### src/obj_settings.svh
/*
 * object renderer geometry and memory layout.
 * table size, word addresses of the object table and tile data,
 * and the pixel values the renderer treats specially.
 */
`ifndef OBJ_SETTINGS_SVH
`define OBJ_SETTINGS_SVH

// object table, 4 words per entry: x, y, code, attribute.
`define OBJ_MAX         16
`define OBJ_TABLE_BASE  24'h00_0000

// tile data. 16 rows of 4 words, 4 pixels per word.
`define OBJ_TILE_BASE   24'h01_0000
`define OBJ_TILE_WORDS  64

// attribute high byte that closes the table.
`define OBJ_END_MARK    8'hFF

// colour index never written to the line buffer.
`define OBJ_TRANSPARENT 15

`endif

### src/obj_bus_pkg.sv
/*
 * memory bus types.
 * word address and data of the shared memory port, and the ids
 * of the two masters competing for it.
 */
package obj_bus_pkg;

    localparam int MEM_AW = 24;
    localparam int MEM_DW = 16;

    typedef logic [MEM_AW-1:0] mem_addr_t;   // word address.
    typedef logic [MEM_DW-1:0] mem_data_t;

    // also used as the grant vector index.
    typedef enum logic {
        REQ_SCAN,
        REQ_FETCH
    } req_id_e;

endpackage

### src/obj_types_pkg.sv
/*
 * object types.
 * table entry layout, the attribute word with its two decodings,
 * and the tile job handed from the table scanner to the fetcher.
 */
package obj_types_pkg;

    // attribute word, decoded fields.
    typedef struct packed {
        logic [3:0] tile_n;   // extra tile columns.
        logic [3:0] tile_m;   // extra tile rows.
        logic       vflip;
        logic       hflip;
        logic       spare;
        logic [4:0] pal;
    } obj_attr_s;

    // attribute word, raw bytes for the end of table test.
    typedef struct packed {
        logic [7:0] mark;
        logic [7:0] low;
    } obj_attr_raw_s;

    typedef union packed {
        obj_attr_s     f;
        obj_attr_raw_s raw;
    } obj_attr_u;

    // one table entry as read from memory.
    typedef struct packed {
        logic [15:0] x;       // only 9 bits take part.
        logic [15:0] y;       // 10 bits stored, 9 compared.
        logic [15:0] code;
        obj_attr_u   attr;
    } obj_entry_s;

    // one tile row to draw.
    typedef struct packed {
        logic [15:0] code;    // tile code with row and column added.
        logic [3:0]  vsub;    // pixel row inside the tile.
        logic [8:0]  xpos;
        logic        hflip;
        logic [4:0]  pal;
    } tile_job_s;

endpackage

### src/obj_bus_if.sv
/*
 * memory request/response channel.
 * one request at a time per master, the response marks its end.
 */
`timescale 1ns/10ps

interface obj_bus_if
    import obj_bus_pkg::*;
();
    logic      req_valid;
    logic      req_ready;
    mem_addr_t addr;        // held while req_valid waits.
    logic      rsp_valid;   // one cycle, ends the transaction.
    mem_data_t rdata;

    modport master (
        output req_valid,
        output addr,
        input  req_ready,
        input  rsp_valid,
        input  rdata
    );

    modport slave (
        input  req_valid,
        input  addr,
        output req_ready,
        output rsp_valid,
        output rdata
    );

endinterface

### src/obj_tile_match.sv
/*
 * tile row match for one object.
 * finds which tile row of a multi-tile object crosses the line,
 * the pixel row inside it and the tile code for column n.
 * outputs are registered, one cycle after the inputs.
 */
`timescale 1ns/10ps

module obj_tile_match
    import obj_bus_pkg::*;
(
    input  logic       clk,
    input  mem_data_t  obj_code,
    input  logic [3:0] tile_n,
    input  logic [3:0] tile_m,
    input  logic [3:0] n,
    input  logic       vflip,
    input  logic [8:0] vrender,
    input  logic [9:0] obj_y,
    output logic [3:0] vsub,
    output logic       inzone,
    output mem_data_t  code_mn
);
    logic [8:0]  dy;      // line relative to object top, wraps at 512.
    logic [15:0] match;   // one bit per tile row.
    logic [3:0]  m;
    logic [3:0]  row;
    logic [3:0]  col;

    assign dy = vrender - obj_y[8:0];

    // row g covers lines 16g to 16g+15 of the object.
    for (genvar g = 0; g < 16; g++) begin : g_row
        assign match[g] = (dy[8:4] == 5'(g)) && (4'(g) <= tile_m);
    end

    // at most one bit set, so or-ing indices gives m.
    always_comb begin
        m = '0;
        for (int i = 0; i < 16; i++) begin
            if (match[i]) begin
                m = m | 4'(i);
            end
        end
    end

    assign row = vflip ? tile_m - m : m;   // flipped block reads rows bottom up.
    assign col = (tile_n != 4'd0) ? n : 4'd0;   // single column ignores n.

    always_ff @(posedge clk) begin
        inzone  <= |match;
        vsub    <= dy[3:0] ^ {4{vflip}};   // flip inside the tile too.
        code_mn <= obj_code + {8'd0, row, col};   // carries into upper bits.
    end

endmodule

### src/obj_table_scan.sv
/*
 * object table scanner.
 * reads the table entry by entry, checks each object against the
 * line and hands out one tile job per visible tile column.
 */
`timescale 1ns/10ps
`include "obj_settings.svh"

module obj_table_scan
    import obj_bus_pkg::*;
    import obj_types_pkg::*;
(
    input  logic       clk,
    input  logic       reset,
    input  logic       start,
    input  logic [8:0] vrender,
    output logic       busy,
    output logic       scan_done,
    obj_bus_if.master  bus,
    output logic       job_valid,
    output tile_job_s  job,
    input  logic       job_ready
);
    localparam int IDX_W = $clog2(`OBJ_MAX);

    typedef enum logic [2:0] {
        S_IDLE,
        S_REQ,     // entry word request.
        S_WAIT,    // entry word response.
        S_MATCH,   // match block samples entry and column.
        S_CHECK,   // match result ready.
        S_JOB,     // job offered to the fetcher.
        S_NEXT
    } state_e;

    state_e           state;
    logic [IDX_W-1:0] idx;     // table entry.
    logic [1:0]       word;    // word inside the entry.
    logic [3:0]       n;       // tile column.
    logic [8:0]       vline;
    obj_entry_s       entry;
    obj_attr_u        rsp_attr;
    logic [3:0]       vsub;
    logic             inzone;
    mem_data_t        code_mn;
    logic             last_col;
    logic             last_obj;

    assign rsp_attr  = bus.rdata;
    assign last_col  = n == entry.attr.f.tile_n;
    assign last_obj  = idx == IDX_W'(`OBJ_MAX - 1);
    assign busy      = state != S_IDLE;
    assign job_valid = state == S_JOB;

    assign bus.req_valid = state == S_REQ;
    assign bus.addr      = `OBJ_TABLE_BASE + mem_addr_t'({idx, word});

    obj_tile_match u_match (
        .clk      (clk),
        .obj_code (entry.code),
        .tile_n   (entry.attr.f.tile_n),
        .tile_m   (entry.attr.f.tile_m),
        .n        (n),
        .vflip    (entry.attr.f.vflip),
        .vrender  (vline),
        .obj_y    (entry.y[9:0]),
        .vsub     (vsub),
        .inzone   (inzone),
        .code_mn  (code_mn)
    );

    always_ff @(posedge clk) begin
        if (reset) begin
            state     <= S_IDLE;
            scan_done <= 1'b0;
            idx       <= '0;
            word      <= '0;
            n         <= '0;
        end else begin
            scan_done <= 1'b0;
            case (state)
                S_IDLE: if (start) begin
                    idx   <= '0;
                    word  <= '0;
                    state <= S_REQ;
                end
                S_REQ: if (bus.req_ready) state <= S_WAIT;
                S_WAIT: if (bus.rsp_valid) begin
                    word <= word + 2'd1;   // wraps to 0 after the attribute.
                    if (word != 2'd3) begin
                        state <= S_REQ;
                    end else if (rsp_attr.raw.mark == `OBJ_END_MARK) begin
                        state     <= S_IDLE;   // end of table.
                        scan_done <= 1'b1;
                    end else begin
                        n     <= '0;
                        state <= S_MATCH;
                    end
                end
                S_MATCH: state <= S_CHECK;
                S_CHECK: state <= inzone ? S_JOB : S_NEXT;   // row test same for all n.
                S_JOB: if (job_ready) begin
                    if (last_col) begin
                        state <= S_NEXT;
                    end else begin
                        n     <= n + 4'd1;
                        state <= S_MATCH;
                    end
                end
                S_NEXT: if (last_obj) begin
                    state     <= S_IDLE;
                    scan_done <= 1'b1;
                end else begin
                    idx   <= idx + 1'b1;
                    state <= S_REQ;
                end
                default: state <= S_IDLE;
            endcase
        end
    end

    // entry words, line number and job payload.
    always_ff @(posedge clk) begin
        if (state == S_IDLE && start) vline <= vrender;
        if (state == S_WAIT && bus.rsp_valid) begin
            case (word)
                2'd0:    entry.x    <= bus.rdata;
                2'd1:    entry.y    <= bus.rdata;
                2'd2:    entry.code <= bus.rdata;
                default: entry.attr <= rsp_attr;
            endcase
        end
        if (state == S_CHECK) begin
            job.code  <= code_mn;
            job.vsub  <= vsub;
            job.xpos  <= entry.x[8:0] + {n, 4'd0};   // wraps at 512.
            job.hflip <= entry.attr.f.hflip;
            job.pal   <= entry.attr.f.pal;
        end
    end

endmodule

### src/obj_tile_fetch.sv
/*
 * tile row fetcher.
 * reads the 4 words of one tile row and writes the opaque pixels
 * to the line buffer, one per cycle, while the next word is fetched.
 */
`timescale 1ns/10ps
`include "obj_settings.svh"

module obj_tile_fetch
    import obj_bus_pkg::*;
    import obj_types_pkg::*;
(
    input  logic       clk,
    input  logic       reset,
    input  logic       job_valid,
    input  tile_job_s  job,
    output logic       job_ready,
    obj_bus_if.master  bus,
    output logic       buf_we,
    output logic [8:0] buf_x,
    output logic [8:0] buf_pix
);
    typedef enum logic [1:0] {
        F_IDLE,
        F_REQ,
        F_WAIT,
        F_DRAIN   // last word being written out.
    } state_e;

    state_e     state;
    tile_job_s  job_q;
    logic [1:0] word;      // words received so far.
    logic [1:0] widx;      // word index in memory.
    logic [2:0] pix_cnt;   // pixels left in sreg.
    logic [3:0] pos;       // x offset inside the tile.
    mem_data_t  sreg;
    logic [3:0] pix;

    assign job_ready = state == F_IDLE;

    // hflip walks the words backwards and each word low nibble first.
    assign widx = job_q.hflip ? ~word : word;

    // a response must not land before sreg is nearly drained.
    assign bus.req_valid = (state == F_REQ) && (pix_cnt <= 3'd2);
    assign bus.addr = `OBJ_TILE_BASE
                    + mem_addr_t'(job_q.code) * mem_addr_t'(`OBJ_TILE_WORDS)
                    + mem_addr_t'({job_q.vsub, widx});

    assign pix     = job_q.hflip ? sreg[3:0] : sreg[15:12];
    assign buf_we  = (pix_cnt != 3'd0) && (pix != 4'(`OBJ_TRANSPARENT));
    assign buf_x   = job_q.xpos + 9'(pos);   // wraps at 512.
    assign buf_pix = {job_q.pal, pix};

    always_ff @(posedge clk) begin
        if (reset) begin
            state   <= F_IDLE;
            word    <= '0;
            pix_cnt <= '0;
            pos     <= '0;
        end else begin
            if (pix_cnt != 3'd0) begin
                pix_cnt <= pix_cnt - 3'd1;
                pos     <= pos + 4'd1;
            end
            case (state)
                F_IDLE: if (job_valid) begin
                    word  <= '0;
                    pos   <= '0;
                    state <= F_REQ;
                end
                F_REQ: if (bus.req_valid && bus.req_ready) state <= F_WAIT;
                F_WAIT: if (bus.rsp_valid) begin
                    pix_cnt <= 3'd4;   // previous word is done by now.
                    word    <= word + 2'd1;
                    state   <= (word == 2'd3) ? F_DRAIN : F_REQ;
                end
                F_DRAIN: if (pix_cnt == 3'd1) state <= F_IDLE;
                default: state <= F_IDLE;
            endcase
        end
    end

    always_ff @(posedge clk) begin
        if (state == F_IDLE && job_valid) job_q <= job;
        if (state == F_WAIT && bus.rsp_valid) begin
            sreg <= bus.rdata;
        end else if (pix_cnt != 3'd0) begin
            sreg <= job_q.hflip ? sreg >> 4 : sreg << 4;   // next nibble.
        end
    end

endmodule

### src/obj_mem_arbiter.sv
/*
 * memory port arbiter.
 * round-robin between the table scanner and the tile fetcher.
 * a grant lasts until the response, so memory sees one request.
 */
`timescale 1ns/10ps

module obj_mem_arbiter
    import obj_bus_pkg::*;
(
    input  logic      clk,
    input  logic      reset,
    obj_bus_if.slave  scan_bus,
    obj_bus_if.slave  fetch_bus,
    output logic      mem_req_valid,
    input  logic      mem_req_ready,
    output mem_addr_t mem_addr,
    input  logic      mem_rsp_valid,
    input  mem_data_t mem_rdata
);
    logic [1:0] req;        // indexed by req_id_e.
    logic [1:0] grant;      // one-hot while owned.
    logic       accepted;   // request taken, waiting for data.
    req_id_e    last;       // previous winner.
    req_id_e    pick;

    assign req[REQ_SCAN]  = scan_bus.req_valid;
    assign req[REQ_FETCH] = fetch_bus.req_valid;

    // on a tie the one that lost last time wins.
    always_comb begin
        if (req == 2'b11) begin
            pick = (last == REQ_SCAN) ? REQ_FETCH : REQ_SCAN;
        end else if (req[REQ_FETCH]) begin
            pick = REQ_FETCH;
        end else begin
            pick = REQ_SCAN;
        end
    end

    always_ff @(posedge clk) begin
        if (reset) begin
            grant    <= '0;
            accepted <= 1'b0;
            last     <= REQ_FETCH;   // scanner goes first.
        end else if (grant == 2'b00) begin
            if (|req) begin
                grant <= 2'b01 << pick;
                last  <= pick;
            end
        end else if (!accepted) begin
            if (mem_req_valid && mem_req_ready) accepted <= 1'b1;
        end else if (mem_rsp_valid) begin
            grant    <= '0;
            accepted <= 1'b0;
        end
    end

    assign mem_req_valid = !accepted && |(grant & req);
    assign mem_addr      = grant[REQ_FETCH] ? fetch_bus.addr : scan_bus.addr;

    assign scan_bus.req_ready  = grant[REQ_SCAN] && !accepted && mem_req_ready;
    assign fetch_bus.req_ready = grant[REQ_FETCH] && !accepted && mem_req_ready;

    // response goes to the owner only.
    assign scan_bus.rsp_valid  = grant[REQ_SCAN] && accepted && mem_rsp_valid;
    assign fetch_bus.rsp_valid = grant[REQ_FETCH] && accepted && mem_rsp_valid;
    assign scan_bus.rdata      = mem_rdata;
    assign fetch_bus.rdata     = mem_rdata;

endmodule

### src/obj_line_render.sv
/*
 * object line renderer, top level.
 * renders the objects crossing line vrender into the line buffer
 * write port, reading table and tiles from one shared memory port.
 */
`timescale 1ns/10ps

module obj_line_render
    import obj_bus_pkg::*;
    import obj_types_pkg::*;
(
    input  logic       clk,
    input  logic       reset,
    input  logic       start,
    input  logic [8:0] vrender,
    output logic       mem_req_valid,
    input  logic       mem_req_ready,
    output mem_addr_t  mem_addr,
    input  logic       mem_rsp_valid,
    input  mem_data_t  mem_rdata,
    output logic       buf_we,
    output logic [8:0] buf_x,
    output logic [8:0] buf_pix,
    output logic       busy,
    output logic       done
);
    obj_bus_if scan_bus ();
    obj_bus_if fetch_bus ();

    tile_job_s job;
    logic      job_valid;
    logic      job_ready;   // also the fetcher idle flag.
    logic      scan_busy;
    logic      scan_done;
    logic      done_pend;   // table done, last tile still drawing.

    assign busy = scan_busy | scan_done | done_pend;

    obj_table_scan u_scan (
        .clk       (clk),
        .reset     (reset),
        .start     (start & ~busy),   // no restart mid line.
        .vrender   (vrender),
        .busy      (scan_busy),
        .scan_done (scan_done),
        .bus       (scan_bus.master),
        .job_valid (job_valid),
        .job       (job),
        .job_ready (job_ready)
    );

    obj_tile_fetch u_fetch (
        .clk       (clk),
        .reset     (reset),
        .job_valid (job_valid),
        .job       (job),
        .job_ready (job_ready),
        .bus       (fetch_bus.master),
        .buf_we    (buf_we),
        .buf_x     (buf_x),
        .buf_pix   (buf_pix)
    );

    obj_mem_arbiter u_arb (
        .clk           (clk),
        .reset         (reset),
        .scan_bus      (scan_bus.slave),
        .fetch_bus     (fetch_bus.slave),
        .mem_req_valid (mem_req_valid),
        .mem_req_ready (mem_req_ready),
        .mem_addr      (mem_addr),
        .mem_rsp_valid (mem_rsp_valid),
        .mem_rdata     (mem_rdata)
    );

    // done waits for the fetcher to go idle.
    always_ff @(posedge clk) begin
        if (reset) begin
            done_pend <= 1'b0;
            done      <= 1'b0;
        end else begin
            done <= 1'b0;
            if (scan_done) begin
                done_pend <= 1'b1;
            end else if (done_pend && job_ready) begin
                done_pend <= 1'b0;
                done      <= 1'b1;   // one cycle pulse.
            end
        end
    end

endmodule

### config.mk
export PLATFORM = sky130hd
export DESIGN_NAME = obj_line_render
export DESIGN_NICKNAME = d
export VERILOG_FILES = /design/src/obj_bus_pkg.sv /design/src/obj_types_pkg.sv /design/src/obj_bus_if.sv /design/src/obj_tile_match.sv /design/src/obj_table_scan.sv /design/src/obj_tile_fetch.sv /design/src/obj_mem_arbiter.sv /design/src/obj_line_render.sv
export VERILOG_INCLUDE_DIRS = /design/src /design/src/src
export SDC_FILE = /design/constraint.sdc
export NUM_CORES = 1
export LEC_CHECK = 0
export BUFFER_PORTS_ARGS = -buffer_cell sky130_fd_sc_hd__clkbuf_2
export CORE_ASPECT_RATIO = 1.4
export CORE_UTILIZATION = 58
export DETAILED_ROUTE_END_ITERATION = 12
export PLACE_DENSITY = 0.82
export SLEW_MARGIN = 0
export SYNTH_ARGS = -nofsm -noshare
export SYNTH_HDL_FRONTEND = slang
export SYNTH_SLANG_ARGS = --single-unit
### constraint.sdc
create_clock -name clk -period 9.4 [get_ports clk]
set_input_delay 0.94 -clock clk [delete_from_list [all_inputs] [get_ports clk]]
set_output_delay 0.94 -clock clk [all_outputs]
set_load 0.01 [all_outputs]
==> results of run 1 <==
area by class of cell:
cell class              instances  area (µm²)  share of cell area [%]
repair buffers                 78         400                    3.94
multi-input cells             479        3380                    33.3
clock inverters                15         195                    1.92
flip-flops and latches        196        5370                    52.8
inverters                      42         158                    1.55
well taps                     192         240                    2.36
clock buffers                  17         425                    4.18
synth_stat cells (3+ instances only):
| cell type | instances |
|---|---|
| and2_1 | 21 |
| nor4_1 | 6 |
| o221ai_1 | 3 |
| a31oi_1 | 10 |
| or3_1 | 4 |
| nand3b_1 | 10 |
| a21o_1 | 10 |
| o21ai_0 | 24 |
| nand3_1 | 16 |
| nor2b_1 | 11 |
| o211a_1 | 3 |
| nor2_1 | 45 |
| o211ai_1 | 6 |
| nand2b_1 | 7 |
| mux2i_1 | 13 |
| a21oi_1 | 34 |
| a22oi_1 | 4 |
| nand4_1 | 10 |
| inv_1 | 41 |
| xnor2_1 | 40 |
| buf_4 | 6 |
| edfxtp_1 | 144 |
| o21bai_1 | 3 |
| clkbuf_1 | 15 |
| xor2_1 | 12 |
| dfxtp_1 | 52 |
| fa_1 | 5 |
| mux2_2 | 11 |
| ha_1 | 42 |
| a211oi_1 | 6 |
| nor3_1 | 19 |
| or2_2 | 3 |
| nand2_1 | 53 |
| buf_1 | 4 |
| and3_1 | 5 |
logic make-up after synthesis:
logic type | count (synthesis)
simple gates | 221
flops | 196
compound gates | 134
buf+inv | 69
xor+xnor | 52
fa+ha+maj | 47
mux | 24
other cells | 1
metal layers:
| metal | wire length (µm) | track usage (%) |
|---|---|---|
| met5 | 0 | 0 |
| met4 | 584 | 11.5 |
| met3 | 805 | 4.36 |
| met2 | 9840 | 44.3 |
| met1 | 7120 | 27.0 |
power by group:
part | switching (mW) | leakage (nW) | internal (mW) | total [mW]
clock network | 0.371 | 0.296 | 0.367 | 0.738
registers | 0.0573 | 1.75 | 1.04 | 1.10
logic | 0.293 | 1.91 | 0.195 | 0.488
state kept, by name, summed over array words and instances (netlist names), 2 cells and up:
signal / count
u_arb.grant: 2
u_fetch.buf_pix: 5
u_fetch.job_q: 30
u_fetch.pix_cnt: 3
u_fetch.pos: 4
u_fetch.sreg: 16
u_fetch.state: 2
u_fetch.word: 2
u_scan.entry: 49
u_scan.idx: 4
u_scan.job: 35
u_scan.n: 4
u_scan.state: 3
u_scan.u_match.code_mn: 16
u_scan.u_match.vsub: 4
u_scan.vline: 9
u_scan.word: 2
placed cells by master, fill, tap and decap left out, types with 5 or more instances in the layout:
master     Yosys  final
dfxtp_1       52     52
nand2_1       53     53
a211oi_1       6      6
o21ai_0       24     24
nor2b_1       11     11
xnor2_1       40     40
and2_1        21     21
a21o_1        10     10
nor2_1        45     45
clkbuf_2       0     74
clkinv_8       0      5
nand3_1       16     16
o211ai_1       6      6
nand4_1       10     10
edfxtp_1     144    144
nor3_1        19     19
nor4_1         6      6
mux2_2        11     11
xor2_1        12     12
a21oi_1       34     34
clkbuf_16      0     17
inv_1         41     41
nand2b_1       7      7
fa_1           5      5
a31oi_1       10     10
nand3b_1      10     10
and3_1         5      5
ha_1          42     42
mux2i_1       13     13
metrics by stage:
step           hold slack (ns)  util [%]  setup slack (ns)  instances  instance area (µm²)
2_1_floorplan            0.386         -              4.87        744                 9030
3_3_place_gp             0.386      63.1              4.46        987                 9550
3_5_place_dp             0.389      63.1              4.32        987                 9550
4_1_cts                  0.408      67.2              4.24       1019                10200
5_1_grt                  0.414      67.2              3.82       1019                10200
6_report                 0.408      67.2              4.18       1019                10200
worst max-delay path, stage by stage (launching register included):
cell and delay [ns]:
edfxtp_1 0.40, ha_1 0.21, fa_1 0.43, and2b_1 0.30
o22ai_1 0.13, xor2_1 0.59, nor3_1 0.12, and3_1 0.21
o32ai_1 0.37, o21ai_0 0.15, ha_1 0.25, fa_1 0.42
xnor2_1 0.13, nand2_1 0.06, o311ai_0 0.21, ha_1 0.32
a21o_1 0.19, a41oi_1 0.33, nand2b_1 0.19, xnor2_1 0.13
final timing paths:
kind	startpoint	to	slack (ns)	cells past startpoint
setup / recovery	u_scan.entry[32]	u_scan.u_match.code_mn[11]	4.18	19
hold / removal	u_scan.u_match.vsub[1]	u_scan.job[16]	0.41	0
setup reg to reg	u_scan.entry[32]	u_scan.u_match.code_mn[11]	4.18	19
hold reg to reg	u_scan.u_match.vsub[1]	u_scan.job[16]	0.41	0
==> impl_metrics.tcl, run 1 <==
set metrics [dict create \
    irDropWorstVdd_mv 0.148 \
    rsz0062_at_grt "false" \
    skew_ns 0.0118 \
    clockBufferDepth 2 \
    status "completed" \
    clk_pin_slew_ns 0.08 \
    arrival_ns 5.57 \
    synth_area_leaders "edfxtp_1 48%, dfxtp_1 12%, ha_1 5.8%" \
    syn-cell-area_mm2 0.00903 \
    min_period_over_period_pct 55.5 \
    fillers 1082 \
    finalHoldViolations 0 \
    first_global_vias 6058 \
    die_h_um 150 \
    synth_top_family_by_area "simple AND/OR/NAND/NOR gates" \
    synth_xor_area_share_pct 5.05 \
    grt_remaining_overflow 0 \
    cts_tree "done" \
    viasPerCell 5.91 \
    nets 891 \
    ys_async_sr_fraction_pct 0 \
    tns_ns 0 \
    slew-limit-headroom_pct 29.8 \
    start_util_pct 59.7 \
    yosys.area.top_type "edfxtp_1" \
    ys_warn_count 0 \
    drcViolationCount 0 \
    total_power_mw 2.33 \
    power_leakage_nw 3.96 \
    netlist_instances 744 \
    portBuffers 74 \
    core_area_mm2 0.0151 \
    ctsHoldBuffers 0 \
    synth_nets 821 \
    ctsResizeCount 0 \
    ant_nets 0 \
    critical_path.endpoint_type "flop" \
    hold_class "reg2reg" \
    cap_violations 0 \
    antenna_found_initial 0 \
    synth-edff-count 144 \
    drive_above_1_share_pct 16.0 \
    post_cts_buffers 0 \
    yosys.area_share.simple_pct 12.6 \
    htree_levels 4 \
    worst_pin_slew_ns 1.05 \
    cp-start-kind "flop" \
    grt_usage_pct 24.2 \
    fmax_mhz 192 \
    wire_per_inst_um 18.0 \
    critPathKind "reg2reg" \
    finalCriticalPeriod_ns 5.22 \
    cp_max_fo 10 \
    drtIter0Drc 339 \
    synth_compound_area_share_pct 9.99 \
    ys_seq_area_share_pct 59.4 \
    ys_seq_elements 196 \
    vias 6022 \
    wl_um 18400 \
    setup_violations 0 \
    dp_hpwl_um 13000 \
    synth_top_area_share_pct 47.9 \
    synth.area.mux_share_pct 2.81 \
    cts_buffers 17 \
    clk-insertion-delay-late_ns 0.44 \
    grt_first_pass_wirelength_um 29400 \
    worst_ep_required_time_ns 9.76 \
    area_growth_pct 12.6 \
    rows 53 \
    synth_ff_type "edfxtp_1" \
    fp.dieW_um 107 \
    synth.avg_cell_area_um2 12.1 \
    grt_max_degree 43 \
    clkSinkCount 196 \
    fp.dieArea_mm2 0.0161 \
    io_pins 76 \
    drt_pass1_iterations 5 \
    synthAdderAreaFrac_pct 6.93 \
    n_antenna_cell 0 \
    routabilityCongestion 0.876 \
    slew_violations 0 \
    synth_cell_types 71 \
    p_per_area_mw_per_mm2 229 \
    root_buffer "clkbuf_16" \
]
Power figures use the tool's default switching activity.
==> inputs of run 2 (changes only) <==
clock period = 5.02 ns   (was 9.4 ns; I/O delays follow)
==> run 2 against run 1 <==
Sequential power grew 87%. Non-clock buffer count up 11. Critical path depth grew 2. Cell count increased by 1.2%. Critical path type unchanged. Critical endpoint is now u_scan.u_match.code_mn[13].
==> impl_metrics.tcl, run 2 (same netlist as run 1, synthesis figures left out) <==
set metrics [dict create \
    portBuffers 74 \
    finalWorstSetupSlack_ns 0.155 \
    cp_max_fo 5 \
    dp_hpwl_um 12900 \
    viasPerCell 5.90 \
    irDropWorstVdd_mv 0.304 \
    worst_hold_path.endpoint "u_scan.vline[1]" \
    critical_path.endpoint_type "flop" \
    drive_above_1_share_pct 19.4 \
    drcViolationCount 0 \
    cap_violations 0 \
    setup_violations 0 \
    skew_ns 0.00820 \
    grt_max_degree 43 \
    largest_register "u_scan.entry" \
    r2r_slack_ns 0.16 \
    clkSinkCount 196 \
    largest_reg_flops 49 \
    wire_per_inst_um 18.0 \
    clockBufferDepth 2 \
    slew_violations 0 \
    min_period_over_period_pct 96.9 \
    final_cell_mix "144 x edfxtp_1, 74 x clkbuf_2, 53 x nand2_1" \
    holdWs_ns 0.233 \
    place_ws_ns -0.00449 \
    p_per_area_mw_per_mm2 432 \
    power_leakage_nw 4.05 \
    vias 6086 \
    regArea_mm2 0.00537 \
    ctsHoldBuffers 0 \
    grt_remaining_overflow 0 \
    nets 903 \
    holdPathStages 1 \
    final_cell_count_no_fill 1031 \
    rr_worst_depth 21 \
    r2r_end "u_scan.u_match.code_mn[13]" \
    slew-limit-headroom_pct 35.8 \
    n_antenna_cell 0 \
    worst_ep_required_time_ns 5.38 \
    grt_first_pass_wirelength_um 28400 \
    drtIter0Drc 272 \
    drt_pass1_iterations 5 \
    routabilityCongestion 0.897 \
    wl_um 18500 \
    fillers 1073 \
    top_regs "u_scan.entry: 49 flops, u_scan.job: 35 flops, u_fetch.job_q: 30 flops" \
    die_h_um 150 \
    first_global_vias 5946 \
    layout_commonest_cell "edfxtp_1" \
    fp.dieW_um 107 \
    root_buffer "clkbuf_16" \
    finalHoldViolations 0 \
    core_area_mm2 0.0151 \
    start_util_pct 59.7 \
    cts_buffers 17 \
    rows 53 \
    grt_usage_pct 23.5 \
    fp.dieArea_mm2 0.0161 \
    placed_cells_incl_taps 990 \
    fmax_mhz 206 \
    crit_start "u_scan.vline[0]" \
    finalCriticalPeriod_ns 4.86 \
    status "completed" \
    antenna_found_initial 0 \
    htree_levels 4 \
    hp-start "vrender[1]" \
    multi_input_area_mm2 0.00349 \
    ant_nets 0 \
    clk-insertion-delay-late_ns 0.44 \
    hold_class "in2reg" \
    arrival_ns 5.23 \
    area_growth_pct 15.1 \
    r2r_start "u_scan.vline[0]" \
    cp-start-kind "flop" \
    worst_pin_slew_ns 0.950 \
    cts_tree "done" \
    critPathKind "reg2reg" \
    clk_pin_slew_ns 0.08 \
    io_pins 76 \
]
run 2: changes by cell type in the layout (fill, tap and decap cells not counted), moves of 2 or more:
cell / change
a21oi_1: -3
inv_12: +3
o21ai_0: -2
ha_1: -4
a21oi_2: +3
ha_2: +3
buf_4: +11
run 2: timing repair:
| action | 4_1_cts | 5_1_grt |
|---|---|---|
| endpoints found under the setup margin | 7 | 10 |
| pin swaps | 0 | 6 |
| gates resized for setup | 6 | 18 |
| buffers inserted | 0 | 8 |
| cloned | 0 | 1 |
run 2: per-layer routing:
metal,vias up,global-route usage (%),wire [µm]
li1,2886,-,-
met1,2918,25.8,6870
met2,232,43.5,10000
met3,50,3.88,999
met4,0,11.2,616
met5,-,0,0
run 2: critical path, cell delays in order (launching register included):
cell and delay [ns]:
edfxtp_1 0.36, inv_1 0.09, ha_2 0.19, fa_2 0.22
and2b_2 0.27, o2111a_2 0.30, a211o_1 0.31, a2111o_1 0.38
or4_4 0.49, o21ai_0 0.09, ha_2 0.21, inv_1 0.05
a21o_1 0.19, a21oi_2 0.15, xnor2_1 0.14, nand2_1 0.13
xnor2_2 0.30, ha_4 0.25, a21o_1 0.16, a41oi_2 0.22
nand2b_4 0.18, xnor2_1 0.12
run 2: area by class of cell:
type / instances / share of cell area [%]
tap: 192 / 2.31
multi-input combinational: 480 / 33.6
timing repair buffer: 89 / 4.65
clock buffer: 17 / 4.10
clock inverter: 15 / 2.14
sequential: 196 / 51.7
inverter: 42 / 1.52
run 2: power by group:
part	internal, mW	switching (mW)	leakage (nW)
combinational	0.411	0.579	1.99
sequential	1.96	0.107	1.75
clock	0.709	0.725	0.312
run 2: worst max path at each step:
stage / end / depth (start not counted)
floorplan: u_scan.u_match.code_mn[15] / 20
global placement: u_scan.u_match.code_mn[15] / 17
detailed placement: u_scan.u_match.code_mn[14] / 19
CTS: u_scan.u_match.code_mn[13] / 20
global route: u_scan.u_match.code_mn[15] / 21
finish: u_scan.u_match.code_mn[13] / 21
run 2: through the flow:
stage	power (mW)	area (µm²)	TNS, ns	util [%]
global route	4.68	10400	-0.0553	68.7
CTS	4.43	10200	0	67.8
detailed placement	3.00	9570	-0.00449	63.3
global placement	2.94	9570	0	63.3
finish	4.49	10400	0	68.7
floorplan	2.71	9030	0	-
